===== config.mk =====
export PLATFORM = sky130hd
export DESIGN_NAME = rob_bridge
export DESIGN_NICKNAME = d
export VERILOG_FILES = /design/src/hw/rob_bridge_pkg.sv /design/src/hw/rob_slot_if.sv /design/src/hw/req_fifo2.sv /design/src/hw/rob_bridge.sv /design/src/hw/rob_bridge_ctrl.sv /design/src/hw/rob_store.sv
export SDC_FILE = /design/constraint.sdc
export NUM_CORES = 1
export LEC_CHECK = 0
export BUFFER_PORTS_ARGS = -buffer_cell sky130_fd_sc_hd__buf_2
export CAP_MARGIN = 20
export CORE_MARGIN = 3
export CORE_UTILIZATION = 30
export CTS_CLUSTER_DIAMETER = 50
export DETAILED_ROUTE_END_ITERATION = 6
export SETUP_SLACK_MARGIN = 0.3
export SLEW_MARGIN = 20
export SYNTH_ARGS = -nofsm -noshare
export SYNTH_HDL_FRONTEND = slang
export SYNTH_SLANG_ARGS = --single-unit

===== constraint.sdc =====
create_clock -name mem_source -period 11.4 [get_ports mem_source]
set_clock_uncertainty 0.2 [all_clocks]
set_input_delay 0.57 -clock mem_source [delete_from_list [all_inputs] [get_ports mem_source]]
set_output_delay 0.57 -clock mem_source [all_outputs]
set_load 0.1 [all_outputs]

===== src/hw/rob_bridge_pkg.sv =====
// Reorder bridge shared definitions

package rob_bridge_pkg;

    // Bus widths
    localparam int ADDR_W      = 16;
    localparam int DATA_W      = 32;
    localparam int SRC_USER_W  = 8;
    localparam int SINK_USER_W = 12;

    // Reorder index field inside the sink user word
    localparam int ROB_IDX_W = 8;
    localparam int USER_HI_W = SINK_USER_W - ROB_IDX_W;

    // Response codes, same encoding as the bus
    typedef enum logic [1:0]
    {
        RSP_OKAY   = 2'b00,
        RSP_SLVERR = 2'b10,
        RSP_DECERR = 2'b11
    } rsp_t;

    // Sink user word, either the raw bus value or the split tag view
    typedef union packed
    {
        logic [SINK_USER_W-1:0] raw;
        struct packed
        {
            // High bits of the source user word
            logic [USER_HI_W-1:0] user_hi;
            // Slot in the reorder buffer
            logic [ROB_IDX_W-1:0] rob_idx;
        } tag;
    } sink_user_u;

endpackage


===== src/hw/rob_slot_if.sv =====
// Reorder buffer slot interface
`timescale 1ns/10ps

interface rob_slot_if
#(
    parameter int N_ENTRIES = 8,
    parameter int META_BITS = rob_bridge_pkg::SRC_USER_W
);

    localparam int IDX_W = $clog2(N_ENTRIES);

    // Control to store
    logic                 alloc_en;
    logic [META_BITS-1:0] alloc_meta;

    // Store to control
    logic [IDX_W-1:0]     alloc_idx;
    logic                 not_full;

    modport ctrl
    (
        output alloc_en,
        output alloc_meta,
        input  alloc_idx,
        input  not_full
    );

    modport store
    (
        input  alloc_en,
        input  alloc_meta,
        output alloc_idx,
        output not_full
    );

endinterface


===== src/hw/req_fifo2.sv =====
// Two-entry request FIFO
`timescale 1ns/10ps

module req_fifo2
#(
    parameter int DATA_BITS = 8
)
(
    input  logic                 mem_source,
    input  logic                 arst_n,

    input  logic                 enq_en,
    input  logic [DATA_BITS-1:0] enq_data,
    output logic                 not_full,

    input  logic                 deq_en,
    output logic [DATA_BITS-1:0] first,
    output logic                 not_empty
);

    // Slot 0 is the head, slot 1 the skid entry
    logic                 valid0;
    logic                 valid1;
    logic [DATA_BITS-1:0] data1;

    logic                 load0_from1;
    logic                 load0_from_enq;
    logic                 load1;

    assign not_empty = valid0;
    assign not_full  = !valid1;

    assign load0_from1    = deq_en && valid1;
    assign load0_from_enq = enq_en && !valid1 && (!valid0 || deq_en);
    // Head stays occupied, so a new entry goes behind it
    assign load1          = enq_en && valid0 && (!deq_en || valid1);

    always_ff @(posedge mem_source or negedge arst_n)
    begin
        if (!arst_n)
        begin
            valid0 <= 1'b0;
            valid1 <= 1'b0;
        end
        else
        begin
            if (!valid0 || (deq_en && !valid1))
                valid0 <= enq_en;

            if (load1)
                valid1 <= 1'b1;
            else if (deq_en)
                valid1 <= 1'b0;
        end
    end

    always_ff @(posedge mem_source)
    begin
        if (load0_from1)
            first <= data1;
        else if (load0_from_enq)
            first <= enq_data;

        if (load1)
            data1 <= enq_data;
    end

endmodule


===== src/hw/rob_bridge.sv =====
// Reorder bridge top level
`timescale 1ns/10ps

module rob_bridge
#(
    parameter int MAX_ACTIVE_RD         = 8,
    parameter int MAX_ACTIVE_WR         = 8,
    parameter int BLOCK_WRITE_WITH_READ = 0
)
(
    input  logic                                  mem_source,
    input  logic                                  arst_n,

    // Source read
    input  logic                                  src_rd_read,
    input  logic [rob_bridge_pkg::ADDR_W-1:0]     src_rd_address,
    input  logic [rob_bridge_pkg::SRC_USER_W-1:0] src_rd_user,
    output logic                                  src_rd_waitrequest,
    output logic                                  src_rd_readdatavalid,
    output logic [rob_bridge_pkg::DATA_W-1:0]     src_rd_readdata,
    output rob_bridge_pkg::rsp_t                  src_rd_response,
    output logic [rob_bridge_pkg::SRC_USER_W-1:0] src_rd_readresponseuser,

    // Source write
    input  logic                                  src_wr_write,
    input  logic [rob_bridge_pkg::ADDR_W-1:0]     src_wr_address,
    input  logic [rob_bridge_pkg::DATA_W-1:0]     src_wr_writedata,
    input  logic [rob_bridge_pkg::SRC_USER_W-1:0] src_wr_user,
    output logic                                  src_wr_waitrequest,
    output logic                                  src_wr_writeresponsevalid,
    output rob_bridge_pkg::rsp_t                  src_wr_response,
    output logic [rob_bridge_pkg::SRC_USER_W-1:0] src_wr_writeresponseuser,

    // Sink read
    output logic                                  snk_rd_read,
    output logic [rob_bridge_pkg::ADDR_W-1:0]     snk_rd_address,
    output logic [rob_bridge_pkg::SINK_USER_W-1:0] snk_rd_user,
    input  logic                                  snk_rd_waitrequest,
    input  logic                                  snk_rd_readdatavalid,
    input  logic [rob_bridge_pkg::DATA_W-1:0]     snk_rd_readdata,
    input  rob_bridge_pkg::rsp_t                  snk_rd_response,
    input  logic [rob_bridge_pkg::SINK_USER_W-1:0] snk_rd_readresponseuser,

    // Sink write
    output logic                                  snk_wr_write,
    output logic [rob_bridge_pkg::ADDR_W-1:0]     snk_wr_address,
    output logic [rob_bridge_pkg::DATA_W-1:0]     snk_wr_writedata,
    output logic [rob_bridge_pkg::SINK_USER_W-1:0] snk_wr_user,
    input  logic                                  snk_wr_waitrequest,
    input  logic                                  snk_wr_writeresponsevalid,
    input  rob_bridge_pkg::rsp_t                  snk_wr_response,
    input  logic [rob_bridge_pkg::SINK_USER_W-1:0] snk_wr_writeresponseuser
);

    import rob_bridge_pkg::*;

    logic          rd_req_en;
    logic          wr_req_en;
    logic          rd_fifo_not_full;
    logic          wr_fifo_not_full;
    sink_user_u    sink_rd_user;
    sink_user_u    sink_wr_user;

    // Returning user words, decoded for their reorder index
    sink_user_u    rd_rsp_user;
    sink_user_u    wr_rsp_user;

    logic [DATA_W+1:0] rd_out_data;
    logic [1:0]        wr_out_data;

    assign rd_rsp_user.raw = snk_rd_readresponseuser;
    assign wr_rsp_user.raw = snk_wr_writeresponseuser;

    assign src_rd_readdata = rd_out_data[DATA_W-1:0];
    assign src_rd_response = rsp_t'(rd_out_data[DATA_W+1:DATA_W]);
    assign src_wr_response = rsp_t'(wr_out_data);

    rob_slot_if #(.N_ENTRIES(MAX_ACTIVE_RD), .META_BITS(SRC_USER_W)) rd_slot ();
    rob_slot_if #(.N_ENTRIES(MAX_ACTIVE_WR), .META_BITS(SRC_USER_W)) wr_slot ();

    // ========================================================================
    // Control
    // ========================================================================

    rob_bridge_ctrl #(.BLOCK_WRITE_WITH_READ(BLOCK_WRITE_WITH_READ)) ctrl
    (
        .mem_source         (mem_source),
        .arst_n             (arst_n),
        .src_read           (src_rd_read),
        .src_write          (src_wr_write),
        .src_rd_user        (src_rd_user),
        .src_wr_user        (src_wr_user),
        .rd_fifo_not_full   (rd_fifo_not_full),
        .wr_fifo_not_full   (wr_fifo_not_full),
        .src_rd_waitrequest (src_rd_waitrequest),
        .src_wr_waitrequest (src_wr_waitrequest),
        .rd_req_en          (rd_req_en),
        .wr_req_en          (wr_req_en),
        .sink_rd_user       (sink_rd_user),
        .sink_wr_user       (sink_wr_user),
        .rd_slot            (rd_slot.ctrl),
        .wr_slot            (wr_slot.ctrl)
    );

    // ========================================================================
    // Reorder buffers
    // ========================================================================

    rob_store #(.N_ENTRIES(MAX_ACTIVE_RD), .DATA_BITS(DATA_W + 2)) rd_rob
    (
        .mem_source (mem_source),
        .arst_n     (arst_n),
        .slot       (rd_slot.store),
        .enq_en     (snk_rd_readdatavalid),
        .enq_idx    (rd_rsp_user.tag.rob_idx),
        .enq_data   ({snk_rd_response, snk_rd_readdata}),
        .valid      (src_rd_readdatavalid),
        .data       (rd_out_data),
        .meta       (src_rd_readresponseuser)
    );

    rob_store #(.N_ENTRIES(MAX_ACTIVE_WR), .DATA_BITS(2)) wr_rob
    (
        .mem_source (mem_source),
        .arst_n     (arst_n),
        .slot       (wr_slot.store),
        .enq_en     (snk_wr_writeresponsevalid),
        .enq_idx    (wr_rsp_user.tag.rob_idx),
        .enq_data   (snk_wr_response),
        .valid      (src_wr_writeresponsevalid),
        .data       (wr_out_data),
        .meta       (src_wr_writeresponseuser)
    );

    // ========================================================================
    // Request FIFOs
    // ========================================================================

    req_fifo2 #(.DATA_BITS(SINK_USER_W + ADDR_W)) rd_fifo
    (
        .mem_source (mem_source),
        .arst_n     (arst_n),
        .enq_en     (rd_req_en),
        .enq_data   ({sink_rd_user.raw, src_rd_address}),
        .not_full   (rd_fifo_not_full),
        .deq_en     (snk_rd_read && !snk_rd_waitrequest),
        .first      ({snk_rd_user, snk_rd_address}),
        .not_empty  (snk_rd_read)
    );

    req_fifo2 #(.DATA_BITS(SINK_USER_W + DATA_W + ADDR_W)) wr_fifo
    (
        .mem_source (mem_source),
        .arst_n     (arst_n),
        .enq_en     (wr_req_en),
        .enq_data   ({sink_wr_user.raw, src_wr_writedata, src_wr_address}),
        .not_full   (wr_fifo_not_full),
        .deq_en     (snk_wr_write && !snk_wr_waitrequest),
        .first      ({snk_wr_user, snk_wr_writedata, snk_wr_address}),
        .not_empty  (snk_wr_write)
    );

endmodule


===== src/hw/rob_bridge_ctrl.sv =====
// Reorder bridge request control
`timescale 1ns/10ps

module rob_bridge_ctrl
#(
    parameter int BLOCK_WRITE_WITH_READ = 0
)
(
    input  logic                                mem_source,
    input  logic                                arst_n,

    input  logic                                src_read,
    input  logic                                src_write,
    input  logic [rob_bridge_pkg::SRC_USER_W-1:0] src_rd_user,
    input  logic [rob_bridge_pkg::SRC_USER_W-1:0] src_wr_user,

    input  logic                                rd_fifo_not_full,
    input  logic                                wr_fifo_not_full,

    output logic                                src_rd_waitrequest,
    output logic                                src_wr_waitrequest,
    output logic                                rd_req_en,
    output logic                                wr_req_en,

    output rob_bridge_pkg::sink_user_u          sink_rd_user,
    output rob_bridge_pkg::sink_user_u          sink_wr_user,

    rob_slot_if.ctrl                            rd_slot,
    rob_slot_if.ctrl                            wr_slot
);

    import rob_bridge_pkg::*;

    // ========================================================================
    // Read not-full debounce
    // ========================================================================

    // Refuse one cycle after the read buffer goes from full to not full
    logic rd_not_full;
    logic rd_was_full;

    assign rd_not_full = rd_slot.not_full && !rd_was_full;

    always_ff @(posedge mem_source or negedge arst_n)
    begin
        if (!arst_n)
        begin
            // Buffers start empty
            rd_was_full <= 1'b0;
        end
        else
        begin
            rd_was_full <= !rd_slot.not_full;
        end
    end

    // ========================================================================
    // Waitrequest and allocation
    // ========================================================================

    assign src_rd_waitrequest = !(rd_not_full && rd_fifo_not_full);
    assign rd_req_en          = src_read && !src_rd_waitrequest;

    // Optional write stall while reads are out of slots
    assign src_wr_waitrequest = !wr_slot.not_full || !wr_fifo_not_full ||
                                ((BLOCK_WRITE_WITH_READ != 0) && !rd_not_full);
    assign wr_req_en          = src_write && !src_wr_waitrequest;

    assign rd_slot.alloc_en   = rd_req_en;
    assign rd_slot.alloc_meta = src_rd_user;
    assign wr_slot.alloc_en   = wr_req_en;
    assign wr_slot.alloc_meta = src_wr_user;

    // Sink user words carry the reorder index in the low field
    always_comb
    begin
        sink_rd_user.tag.user_hi = src_rd_user[SRC_USER_W-1 -: USER_HI_W];
        sink_rd_user.tag.rob_idx = ROB_IDX_W'(rd_slot.alloc_idx);
        sink_wr_user.tag.user_hi = src_wr_user[SRC_USER_W-1 -: USER_HI_W];
        sink_wr_user.tag.rob_idx = ROB_IDX_W'(wr_slot.alloc_idx);
    end

    // Store reports full, so no slot may be taken here
    a_rd_alloc_room: assert property (@(posedge mem_source) disable iff (!arst_n)
        rd_slot.alloc_en |-> rd_slot.not_full);

    a_wr_alloc_room: assert property (@(posedge mem_source) disable iff (!arst_n)
        wr_slot.alloc_en |-> wr_slot.not_full);

endmodule


===== src/hw/rob_store.sv =====
// Reorder buffer datapath
`timescale 1ns/10ps

module rob_store
#(
    parameter int N_ENTRIES = 8,
    parameter int DATA_BITS = 2
)
(
    input  logic                                  mem_source,
    input  logic                                  arst_n,

    rob_slot_if.store                             slot,

    // Out-of-order responses from the sink
    input  logic                                  enq_en,
    input  logic [rob_bridge_pkg::ROB_IDX_W-1:0]  enq_idx,
    input  logic [DATA_BITS-1:0]                  enq_data,

    // In-order responses to the source
    output logic                                  valid,
    output logic [DATA_BITS-1:0]                  data,
    output logic [rob_bridge_pkg::SRC_USER_W-1:0] meta
);

    import rob_bridge_pkg::*;

    localparam int IDX_W = $clog2(N_ENTRIES);

    logic [N_ENTRIES-1:0]  filled;
    logic [DATA_BITS-1:0]  data_mem [N_ENTRIES];
    logic [SRC_USER_W-1:0] meta_mem [N_ENTRIES];

    logic [IDX_W-1:0]      alloc_ptr;
    logic [IDX_W-1:0]      head_ptr;
    logic [IDX_W:0]        count;

    logic [IDX_W-1:0]      enq_slot;
    logic [IDX_W-1:0]      enq_offset;
    logic                  deq_en;

    // Read stage between the array and the output register
    logic                  rd_valid_q;
    logic [DATA_BITS-1:0]  rd_data_q;
    logic [SRC_USER_W-1:0] rd_meta_q;

    assign enq_slot   = enq_idx[IDX_W-1:0];
    assign enq_offset = enq_slot - head_ptr;
    assign deq_en     = filled[head_ptr];

    assign slot.alloc_idx = alloc_ptr;
    assign slot.not_full  = (count != (IDX_W+1)'(N_ENTRIES));

    // ========================================================================
    // Slot bookkeeping
    // ========================================================================

    always_ff @(posedge mem_source or negedge arst_n)
    begin
        if (!arst_n)
        begin
            filled     <= '0;
            alloc_ptr  <= '0;
            head_ptr   <= '0;
            count      <= '0;
            rd_valid_q <= 1'b0;
            valid      <= 1'b0;
        end
        else
        begin
            if (slot.alloc_en)
                alloc_ptr <= alloc_ptr + 1'b1;

            if (enq_en)
                filled[enq_slot] <= 1'b1;

            // Head leaves as soon as its response is in
            if (deq_en)
            begin
                filled[head_ptr] <= 1'b0;
                head_ptr         <= head_ptr + 1'b1;
            end

            if (slot.alloc_en && !deq_en)
                count <= count + 1'b1;
            else if (!slot.alloc_en && deq_en)
                count <= count - 1'b1;

            rd_valid_q <= deq_en;
            valid      <= rd_valid_q;
        end
    end

    // Payload storage and the two output stages
    always_ff @(posedge mem_source)
    begin
        if (slot.alloc_en)
            meta_mem[alloc_ptr] <= slot.alloc_meta;
        if (enq_en)
            data_mem[enq_slot] <= enq_data;

        rd_data_q <= data_mem[head_ptr];
        rd_meta_q <= meta_mem[head_ptr];
        data      <= rd_data_q;
        meta      <= rd_meta_q;
    end

    // Sink must echo an index that is in flight and not yet answered
    a_enq_slot_open: assert property (@(posedge mem_source) disable iff (!arst_n)
        enq_en |-> (enq_idx < N_ENTRIES) && !filled[enq_slot] &&
                   ({1'b0, enq_offset} < count));

endmodule


; ---- After elaboration in Yosys (flattened, before gate mapping)
; Memory sizes are Yosys's and may differ from the RTL's. A register that Yosys moved wholly into a read port is not among the register bits.
; Index checks and enable logic that the tools add are counted.
[classes]
addsub = 8
order_cmp = 8
n_eq_ne = 2
n_mux = 36
bitwise_logic = 6
n_reduce_logical = 56
[op_table]
columns = cell, n
row1 = 60-bit 2-to-1 mux, 2
row2 = 28-bit 2-to-1 mux, 2
row3 = 8-bit 2-to-1 mux, 4
row4 = 1-bit logical AND, 26
row5 = 1-bit 2-to-1 mux, 18
row6 = 1-bit logical NOT, 17
row7 = 8-bit bitwise AND, 2
row8 = 3-bit by 4-bit less-than comparator with 1-bit output (second input constant), 4
row9 = 4-bit 2-to-1 mux, 4
row10 = 8-bit NOT, 2
row11 = 8-bit OR, 2
row12 = 3-bit by 1-bit adder with 3-bit output (second input constant), 4
row13 = 1-bit demux with 3-bit select, 4
row14 = 3-bit by 1-bit greater-or-equal comparator with 1-bit output (second input constant), 4
row15 = 2-bit nonzero test, 6
row16 = 4-bit by 1-bit adder with 4-bit output (second input constant), 2
row17 = 4-bit != test (second input constant), 2
row18 = 4-bit by 1-bit subtractor with 4-bit output (second input constant), 2
row19 = 1-bit logical OR, 7
row20 = 1-bit binary-select mux with 3-bit select, 2
[totals]
register_bits = 253
mem_bits_rw = 416
inputBits = 148
output_inout_bits = 146
elab_cells = 145
n_memories = 4
[memory_table]
columns = memory, depth, width, rd, rd_clocked_by_memory_dff, write_ports, line
row1 = rd_rob.data_mem, 8, 34, 1, 1, 1, rob_store.sv:31  ; logic [DATA_BITS-1:0] data_mem [N_ENTRIES];
row2 = rd_rob.meta_mem, 8, 8, 1, 1, 1, rob_store.sv:32  ; logic [SRC_USER_W-1:0] meta_mem [N_ENTRIES];
row3 = wr_rob.meta_mem, 8, 8, 1, 1, 1, rob_store.sv:32
row4 = wr_rob.data_mem, 8, 2, 1, 1, 1, rob_store.sv:31

; ---- Longest topological paths before layout
; Gate-level depths: netlist of run 1.
[depth]
ltp_word = 9
mapped_depth = 12
depth_no_buf = 11

; ---- By module
; A second synthesis of run 1 with hierarchy kept.
[hier_totals]
hier_cells = 1278
hier_area_um2 = 26982.1
[by_module_without_submodules]
columns = module, instances, cells_per_inst, area_per_inst_um2, seq_area_each_um2
row1 = rob_store (rd_rob), 1, 682, 15369.7, 12271.8
row2 = rob_store (wr_rob), 1, 249, 4514.3, 3303.2
row3 = req_fifo2 (wr_fifo), 1, 198, 4483.0, 3653.5
row4 = req_fifo2 (rd_fifo), 1, 98, 2212.1, 1731.7
row5 = rob_bridge_ctrl, 1, 49, 375.4, 25.0
row6 = rob_bridge, 1, 2, 27.5, 0.0

; ---- Worst setup path after synthesis of run 1
; No wires, ideal clock.
[synth_path]
path_kind = reg2reg
start = reg wr_fifo.valid0, in the netlist wr_fifo.not_empty
end = reg wr_fifo.first[0] (enable)
setup_ns = 0.485
t_arrival_ns = 3.835
required_time_ns = 10.715
path_slack_ns = 6.880
path_stages_with_launch = 3
synth_period_minus_slack_ns = 4.520
path_cell_list = dfrtp_1 > a21oi_1 > a21oi_1
[synth_via]
elab_chain_len = 4
word_cells_on_any_way = 6
[synth_rtl]
columns = element, line
row1 = from (decl), req_fifo2.sv:22  ; logic valid0;
row2 = from (signal assigned), req_fifo2.sv:48  ; valid0 <= enq_en;
row3 = 1-bit logical NOT or 1-bit logical AND (tied branches), "req_fifo2.sv:34, rob_bridge.sv:158"
row4 = 1-bit logical OR, req_fifo2.sv:34  ; assign load0_from_enq = enq_en && !valid1 && (!valid0 || deq_en);
row5 = 1-bit logical AND, req_fifo2.sv:34
row6 = 2-bit nonzero test (no line) *, --
row7 = to (signal assigned), req_fifo2.sv:60  ; first <= data1;
row8 = to (signal assigned), req_fifo2.sv:62  ; first <= enq_data;
row9 = to (decl), req_fifo2.sv:17  ; output logic [DATA_BITS-1:0] first,
; Every way passes the cells marked *; elsewhere a longest branch is shown, timed or not.
; A chain may end at the register's enable or synchronous reset.

; ---- Worst setup path after layout of run 1
[layout_path]
start = reg rd_rob.head_ptr[2]
end = reg rd_rob.count[3]
[layout_via]
elab_chain_len = 5
word_cells_on_any_way = 7
[layout_rtl]
columns = element, line
row1 = from (decl), rob_store.sv:35  ; logic [IDX_W-1:0] head_ptr;
row2 = from (signal assigned), rob_store.sv:81  ; head_ptr <= head_ptr + 1'b1;
row3 = 1-bit binary-select mux with 3-bit select *, rob_store.sv:49  ; assign deq_en = filled[head_ptr];
row4 = 1-bit 2-to-1 mux (implied by the code) *, rob_store.sv:49
row5 = via rd_rob.deq_en, rob_store.sv:40  ; logic deq_en;
row6 = 1-bit logical NOT, rob_store.sv:84  ; if (slot.alloc_en && !deq_en)
row7 = 1-bit logical AND, rob_store.sv:84
row8 = 4-bit 2-to-1 mux or 2-bit nonzero test (tied branches), --
row9 = to (signal assigned), rob_store.sv:85  ; count <= count + 1'b1;
row10 = to (signal assigned), rob_store.sv:87  ; count <= count - 1'b1;
row11 = to (decl), rob_store.sv:36  ; logic [IDX_W:0] count;
; The timed path passes the listed nets; every way through them passes the cells marked *. The select of a mux whose other input is x is not followed.

==> metrics.md, run 1 <==
| Metric | Value |
|---|---|
| Sw frac | `~38%` |
| Initial drt markers | `594` |
| Endpoints failing setup | `0` |
| Die area | `between 90000 and 100000 um2` |
| Mux contribution to synthesized area | `approximately 16%` |
| Reg2Reg Depth | `11` |
| Max-cap violations | `0` |
| Number of global-route vias before repair | `around 14000` |
| Initial core utilization | `30.4%` |
| Pre-Repair DR Iteration Count | `5` |
| Hold Crit Class | `in -> reg` |
| Hold Worst Slack | `a little under 0.05 ns` |
| RSZ-0062 raised after global routing | `no` |
| Max Freq | `0.233 GHz` |
| Number of I/O port buffers | `265` |
| Global route overflow | `0` |
| Avg Cell Area, Syn | `21.5 um2` |
| Sequential-to-total area share from yosys stat | `about four fifths` |
| DR vias/cell | `4.44` |
| Main combinational cell family by area after synthesis | `multiplexers` |
| Routed length per instance | `roughly 19 um` |
| Chip width | `approximately 300 um` |
| Core ar. | `85500 um2` |
| H-tree depth | `3` |
| Rel. slew slack | `32.8%` |
| Setup crit end kind | `register` |
| Final GP Congestion | `around 0.78` |
| Worst hold path depth | `3` |
| Ys Warns | `0` |
| Period minus WS final | `about 4.3 ns` |
| Pleak | `about 12 nW` |
| #FFs+latches synth | `721` |
| Outcome | `complete, no violations` |
| Num Clock Sinks | `roughly 700` |
| Share of the synthesized area in the top cell type | `between 60% and 70%` |
| Final non-filler cell total | `around 2900` |
| Synth top area cells | `edfxtp_1, dfxtp_1, mux2_2` |
| Worst path required time | `roughly 12 ns` |
| Ports | `around 290` |
| Synth top cells by count | `edfxtp_1, mux2_2, dfxtp_1` |
| CTS Buf Count | `between 80 and 90` |
| Power per cell area | `around 300 nW/um2` |
| CTS root buffer | `clkbuf_16` |
| Yosys cell types | `42` |
| Post-Synth XOR/XNOR Area | `less than 1%` |
| Crit Path Max Fanout | `56` |
| Row count | `107` |
| Crit path launch type | `register` |
| Period utilization | `37.7%` |
| CTS tree | `done` |
| Synth Area in Adders | `less than 1%` |
| Psw | `approximately 0.0037 W` |
| Max-slew violation count | `0` |
| Final WL | `54700 um` |
| Clock network fraction of total power | `approximately 28%` |
| Kind of critical path | `reg -> reg` |
| Synthesized instance count | `1210` |
| Nets@finish | `between 1500 and 2000` |
| Number of fill cells | `~7700` |
| Area grow syn2layout | `25.8%` |
| Global-route wire length before repair | `83400 um` |
| Count leader, synth | `edfxtp_1` |
| P_int | `slightly below 0.006 W` |
| Final Hold Violating Endpoints | `0` |
| Worst-Skew Late Latency | `approximately 0.62 ns` |
| Setup Buffers After CTS | `0` |
| Compound-Gate Fraction of Synth Area | `between 1 and 1.5%` |
| Synth Area in Simple Gates | `under 10%` |
| Synthesized area | `26000 um2` |
| Final Cell Area | `~33000 um2` |
| Worst-path clk slew | `approximately 0.060 ns` |
| Seq pwr share | `about two fifths` |
| Placed Area | `28800 um2` |
| Cell taking the most area after synthesis | `edfxtp_1` |
| Post-DP HPWL | `about 32000 um` |
| Remaining DRCs | `0` |
| DRT antenna net count | `0` |
| Via count | `12700` |
| Async SR Flop Fraction | `roughly 6.2%` |
| Worst path arrival time | `roughly 4.6 ns` |
| Largest net degree at the start of global routing | `57` |
| Die H | `between 300 and 400 um` |
| Post-synth EDFFs | `572` |
| Final setup TNS | `0 ns` |
| Gr usage total | `12.1%` |
| Max Buffers Root-to-Sink | `3` |
| Share of cells above drive strength 1 | `between 30% and 40%` |
| Synth Flop Type | `edfxtp_1` |
| VDD IR-drop max | `between 200 and 250 uV` |
| Logic gate share of total power | `about a third` |
| Least-Margin Pin Slew | `around 1.0 ns` |
| DP Cell Count | `2600` |
| Initial antenna violation count | `6` |
==> layer usage <==
| layer | track usage [%] | share of wire (%) | vias to the layer above |
|---|---|---|---|
| li1 | - | - | 5767 |
| met1 | 15.1 | 41 | 6635 |
| met2 | 21.0 | 52 | 257 |
| met3 | 2.26 | 4.0 | 84 |
| met4 | 4.19 | 2.5 | 0 |
| met5 | 0 | 0 | - |
==> cells by family after synthesis <==
family,after synthesis
flip-flops,721
multiplexers,246
AND/OR/NAND/NOR,104
buffers and inverters,67
AO/OA/AOI/OAI,49
adder cells (fa/ha/maj),12
XOR/XNOR,10
other,1
==> layout by cell type, fill, tap and decap left out, types with 4 or more instances in the layout <==
master,n
edfxtp_1,572
buf_2,265
mux2_2,136
dlygate4sd3_1,109
dfxtp_1,104
clkbuf_16,84
mux4_2,66
dfrtp_1,42
mux4_1,40
nand2_1,28
buf_4,28
nor2_1,22
clkbuf_1,16
nor3_1,14
nand2b_1,12
a21oi_1,11
clkinv_2,11
ha_1,10
conb_1,10
inv_6,9
o21ai_0,8
xnor2_1,8
bufinv_16,8
inv_1,7
nor2_4,7
clkinv_1,7
clkinvlp_4,6
clkbuf_8,5
diode_2,4
mux2i_1,4
inv_2,4
a31oi_1,4
o22a_1,4
o31ai_1,4
o32a_1,4
a21o_1,4
==> path summary, 6_finish.rpt <==
| kind | startpoint | end | slack, ns |
|---|---|---|---|
| min | snk_rd_waitrequest | rd_fifo.valid1 | 0.05 |
| min reg2reg | rd_rob.rd_data_q[24] | rd_rob.data[24] | 0.11 |
| max reg2reg | rd_rob.head_ptr[2] | rd_rob.count[3] | 7.10 |
| max in group asynchronous | arst_n | rd_rob.head_ptr[2] | 10.10 |
| max | rd_rob.head_ptr[2] | rd_rob.count[3] | 7.10 |
| min in group asynchronous | arst_n | wr_rob.filled[4] | 0.39 |
==> state kept, by name, indices dropped and copies added (netlist names), 16 cells and up <==
name / cells
rd_fifo.data1: 23
rd_fifo.first: 23
rd_rob.data: 34
rd_rob.data_mem: 272
rd_rob.meta_mem: 64
rd_rob.rd_data_q: 34
wr_fifo.data1: 55
wr_fifo.first: 55
wr_rob.data_mem: 16
wr_rob.meta_mem: 64
==> final cells by class <==
cell class | count | area (um2) | share of cell area, %
Sequential cell | 721 | 20400 | 62.3
Timing Repair Buffer | 402 | 2630 | 8.03
Antenna cell | 4 | 10.0 | 0.0306
Clock buffer | 105 | 2230 | 6.81
Inverter | 11 | 41.3 | 0.126
Multi-Input combinational cell | 431 | 5360 | 16.4
Clock inverter | 52 | 643 | 1.96
Tap cell | 1144 | 1430 | 4.37
==> metrics by stage <==
| stage | setup WS, ns | util [%] | power, W |
|---|---|---|---|
| global placement | 7.05 | 33.6 | 0.00696 |
| finish | 7.10 | 38.3 | 0.00966 |
| global route | 6.70 | 38.3 | 0.0101 |
| detailed placement | 7.01 | 33.6 | 0.00702 |
| floorplan | 6.88 | - | 0.00638 |
| CTS | 6.98 | 38.3 | 0.00981 |
==> power by group through the flow <==
stage	clock network (W)	logic, W	registers (W)
global placement	0	0.00318	0.00378
detailed placement	0	0.00322	0.00380
CTS	0.00278	0.00327	0.00376
floorplan	0	0.00129	0.00508
global route	0.00289	0.00339	0.00381
finish	0.00270	0.00322	0.00374
==> repair_timing <==
action / 4_1_cts / 5_1_grt
gates resized for setup: 0 / 0
hold endpoints to repair: 455 / 0
hold buffers: 109 / 0
==> worst max-delay path, cell delays in order, from the launching register on <==
cell and delay (ns):
dfrtp_4 0.80, buf_4 0.74, mux2_2 0.29, o2bb2ai_1 0.11, a311oi_2 0.38, inv_2 0.10
ha_1 0.24, inv_1 0.17, ha_1 0.27, a21o_1 0.21, a2111oi_0 0.41, o31ai_1 0.14
No activity file was read; power rests on OpenSTA's default activity.
==> run 2, diff against run 1 <==
- clock period: 11.4 -> 4.1 ns (I/O delays scaled with it)
==> run 2 against run 1 <==
Sequential cell count did not move. Setup slack got worse by 6.5 ns. Via count rose by 1.4%. Power rose to 2.9 times the previous value. Sequential share of layout area fell by 1.0 points. Critical path type unchanged. Largest power group unchanged.
==> metrics.md, run 2 (same netlist as run 1, synthesis figures left out) <==
| Metric | Value |
|---|---|
| Period utilization | `a little over four fifths` |
| VDD IR-drop max | `roughly 530 uV` |
| Pre-Repair DR Iteration Count | `5` |
| Endpoints failing setup | `0` |
| Setup crit end kind | `register` |
| Num Clock Sinks | `721` |
| Hold Crit Class | `in -> async` |
| Max Freq | `roughly 0.29 GHz` |
| Global-route wire length before repair | `~85000 um` |
| Ports | `294` |
| Crit Path Max Fanout | `17` |
| Max Buffers Root-to-Sink | `3` |
| Pleak | `about 12 nW` |
| Biggest regs | `rd_rob.data_mem (272), rd_rob.meta_mem (64), wr_rob.meta_mem (64)` |
| CTS root buffer | `clkbuf_16` |
| Outcome | `complete, no violations` |
| Final GP Congestion | `just under 0.8` |
| Slowest stage delay, CP | `0.67 ns` |
| Row count | `~110` |
| Post-DP HPWL | `approximately 34000 um` |
| Metal2 WL | `~28000 um` |
| Power per cell area | `830 nW/um2` |
| Slowest CP cell | `dfrtp_1` |
| H-tree depth | `3` |
| RSZ-0062 raised after global routing | `no` |
| DRT antenna net count | `0` |
| Core ar. | `about 86000 um2` |
| Worst path arrival time | `3.72 ns` |
| Top reg by flops | `rd_rob.data_mem` |
| Share of cells above drive strength 1 | `between 30% and 40%` |
| CP Cell Sequence | `buf_4, nor2_1, a311oi_2, inv_2, ha_1, inv_1, ha_1, a21o_1, a2111oi_0, o31ai_1` |
| CTS Hold Buffers Added | `~130` |
| Die area | `90300 um2` |
| Gr usage total | `around 12%` |
| Worst-path clk slew | `about 0.060 ns` |
| Most common cell after layout, fill and taps aside | `edfxtp_1` |
| Final setup TNS | `0 ns` |
| CTS Buf Count | `90` |
| Number of global-route vias before repair | `around 14000` |
| Met3 wire len | `2450 um` |
| Placed Area | `between 20000 and 30000 um2` |
| DR vias/cell | `between 4 and 5` |
| Worst path required time | `between 4 and 5 ns` |
| Area grow syn2layout | `27.9%` |
| Crit path launch type | `register` |
| P_int | `roughly 0.017 W` |
| CTS resizes | `0` |
| Largest net degree at the start of global routing | `56` |
| Chip width | `around 300 um` |
| Final WL | `approximately 56000 um` |
| Max-cap violations | `0` |
| Period minus WS final | `roughly 3.5 ns` |
| Remaining DRCs | `0` |
| Uppermost layer routed | `met5` |
| Final Hold Violating Endpoints | `0` |
| Buf+Inv Stages, Crit Path | `3` |
| Max reg flops | `approximately 270` |
| Nets@finish | `approximately 1800` |
| Routed length per instance | `around 19 um` |
| Via count | `roughly 13000` |
| Leading cell types in the layout, fill and taps excluded | `edfxtp_1, buf_2, mux2_2` |
| Seq pwr share | `between 30% and 40%` |
| Setup Buffers After CTS | `0` |
| Clock network fraction of total power | `29.6%` |
| CTS tree | `done` |
| Global route overflow | `0` |
| Final Cell Area | `33300 um2` |
| Rel. slew slack | `31.5%` |
| Die H | `between 300 and 400 um` |
| Worst path top cell family by delay | `compound AO/OA/AOI/OAI gates` |
| Worst-Skew Late Latency | `0.62 ns` |
| Logic gate share of total power | `between 30% and 40%` |
| Number of I/O port buffers | `265` |
| CP most frequent cell | `ha_1` |
| Initial antenna violation count | `6` |
| Max-slew violation count | `0` |
| Initial drt markers | `slightly below 800` |
| Met1 Routed Length | `around 24000 um` |
| Kind of critical path | `reg -> reg` |
| Psw | `0.0105 W` |
| Hold Worst Slack | `slightly above 0.05 ns` |
| Least-Margin Pin Slew | `1.02 ns` |
| Initial core utilization | `30.4%` |
| Sw frac | `37.9%` |
run 2: changes by cell type in the layout (fill, tap and decap cells not counted), sizes merged, moves of 2 or more:
cell         delta
clkbuf          +4
bufinv          +4
dlygate4sd3    +24
buf             +4
inv             +2
diode           -3
run 2: final cells by class:
| cell class | count | area (um2) |
|---|---|---|
| diodes | 1 | 2.50 |
| clock inverters | 59 | 736 |
| flip-flops and latches | 721 | 20400 |
| inverters | 11 | 41.3 |
| fillers | 7689 | 52300 |
| clock buffers | 109 | 2410 |
| repair buffers | 430 | 2900 |
| well taps | 1144 | 1430 |
| multi-input cells | 431 | 5370 |
run 2: path summary, 6_finish.rpt:
check,startpoint,endpoint,slack (ns),cells past startpoint
max in group asynchronous,arst_n,rd_rob.head_ptr[2],3.16,3
setup reg to reg,wr_rob.head_ptr[2],wr_rob.count[3],0.65,10
min in group mem_source,snk_rd_readdatavalid,rd_rob.data_mem[4][29],0.08,3
setup / recovery,wr_rob.head_ptr[2],wr_rob.count[3],0.65,10
hold / removal,arst_n,wr_fifo.valid1,0.05,3
hold reg to reg,rd_rob.rd_meta_q[4],rd_rob.meta[4],0.12,0
run 2: power groups by stage:
| stage | logic [W] | registers [W] | clock network [W] |
|---|---|---|---|
| after floorplan | 0.00360 | 0.0141 | 0 |
| after global placement | 0.00909 | 0.0103 | 0 |
| after detailed placement | 0.00921 | 0.0104 | 0 |
| after CTS | 0.00937 | 0.0102 | 0.00842 |
| after global routing | 0.00971 | 0.0104 | 0.00874 |
| final | 0.00922 | 0.0102 | 0.00817 |
run 2: worst register-to-register path, delay by kind of cell (launching register included):
family	cells	cell delay (ns)
compound gates	4	1.18
buf+inv	3	0.66
simple gates	1	0.08
fa+ha+maj	2	0.52
flops	1	0.67
run 2: layer usage:
metal	track usage (%)	vias up
li1	-	5842
met1	15.6	6697
met2	21.2	265
met3	2.53	111
met4	4.25	6
met5	0	-
run 2: per-stage QoR:
stage	power (W)	util, %	cells	setup slack [ns]
detailed placement	0.0196	33.7	2604	0.632
global route	0.0288	38.9	2906	0.455
floorplan	0.0177	-	1219	0.616
CTS	0.0280	38.9	2905	0.622
finish	0.0276	38.9	2906	0.646
global placement	0.0194	33.7	2604	0.712
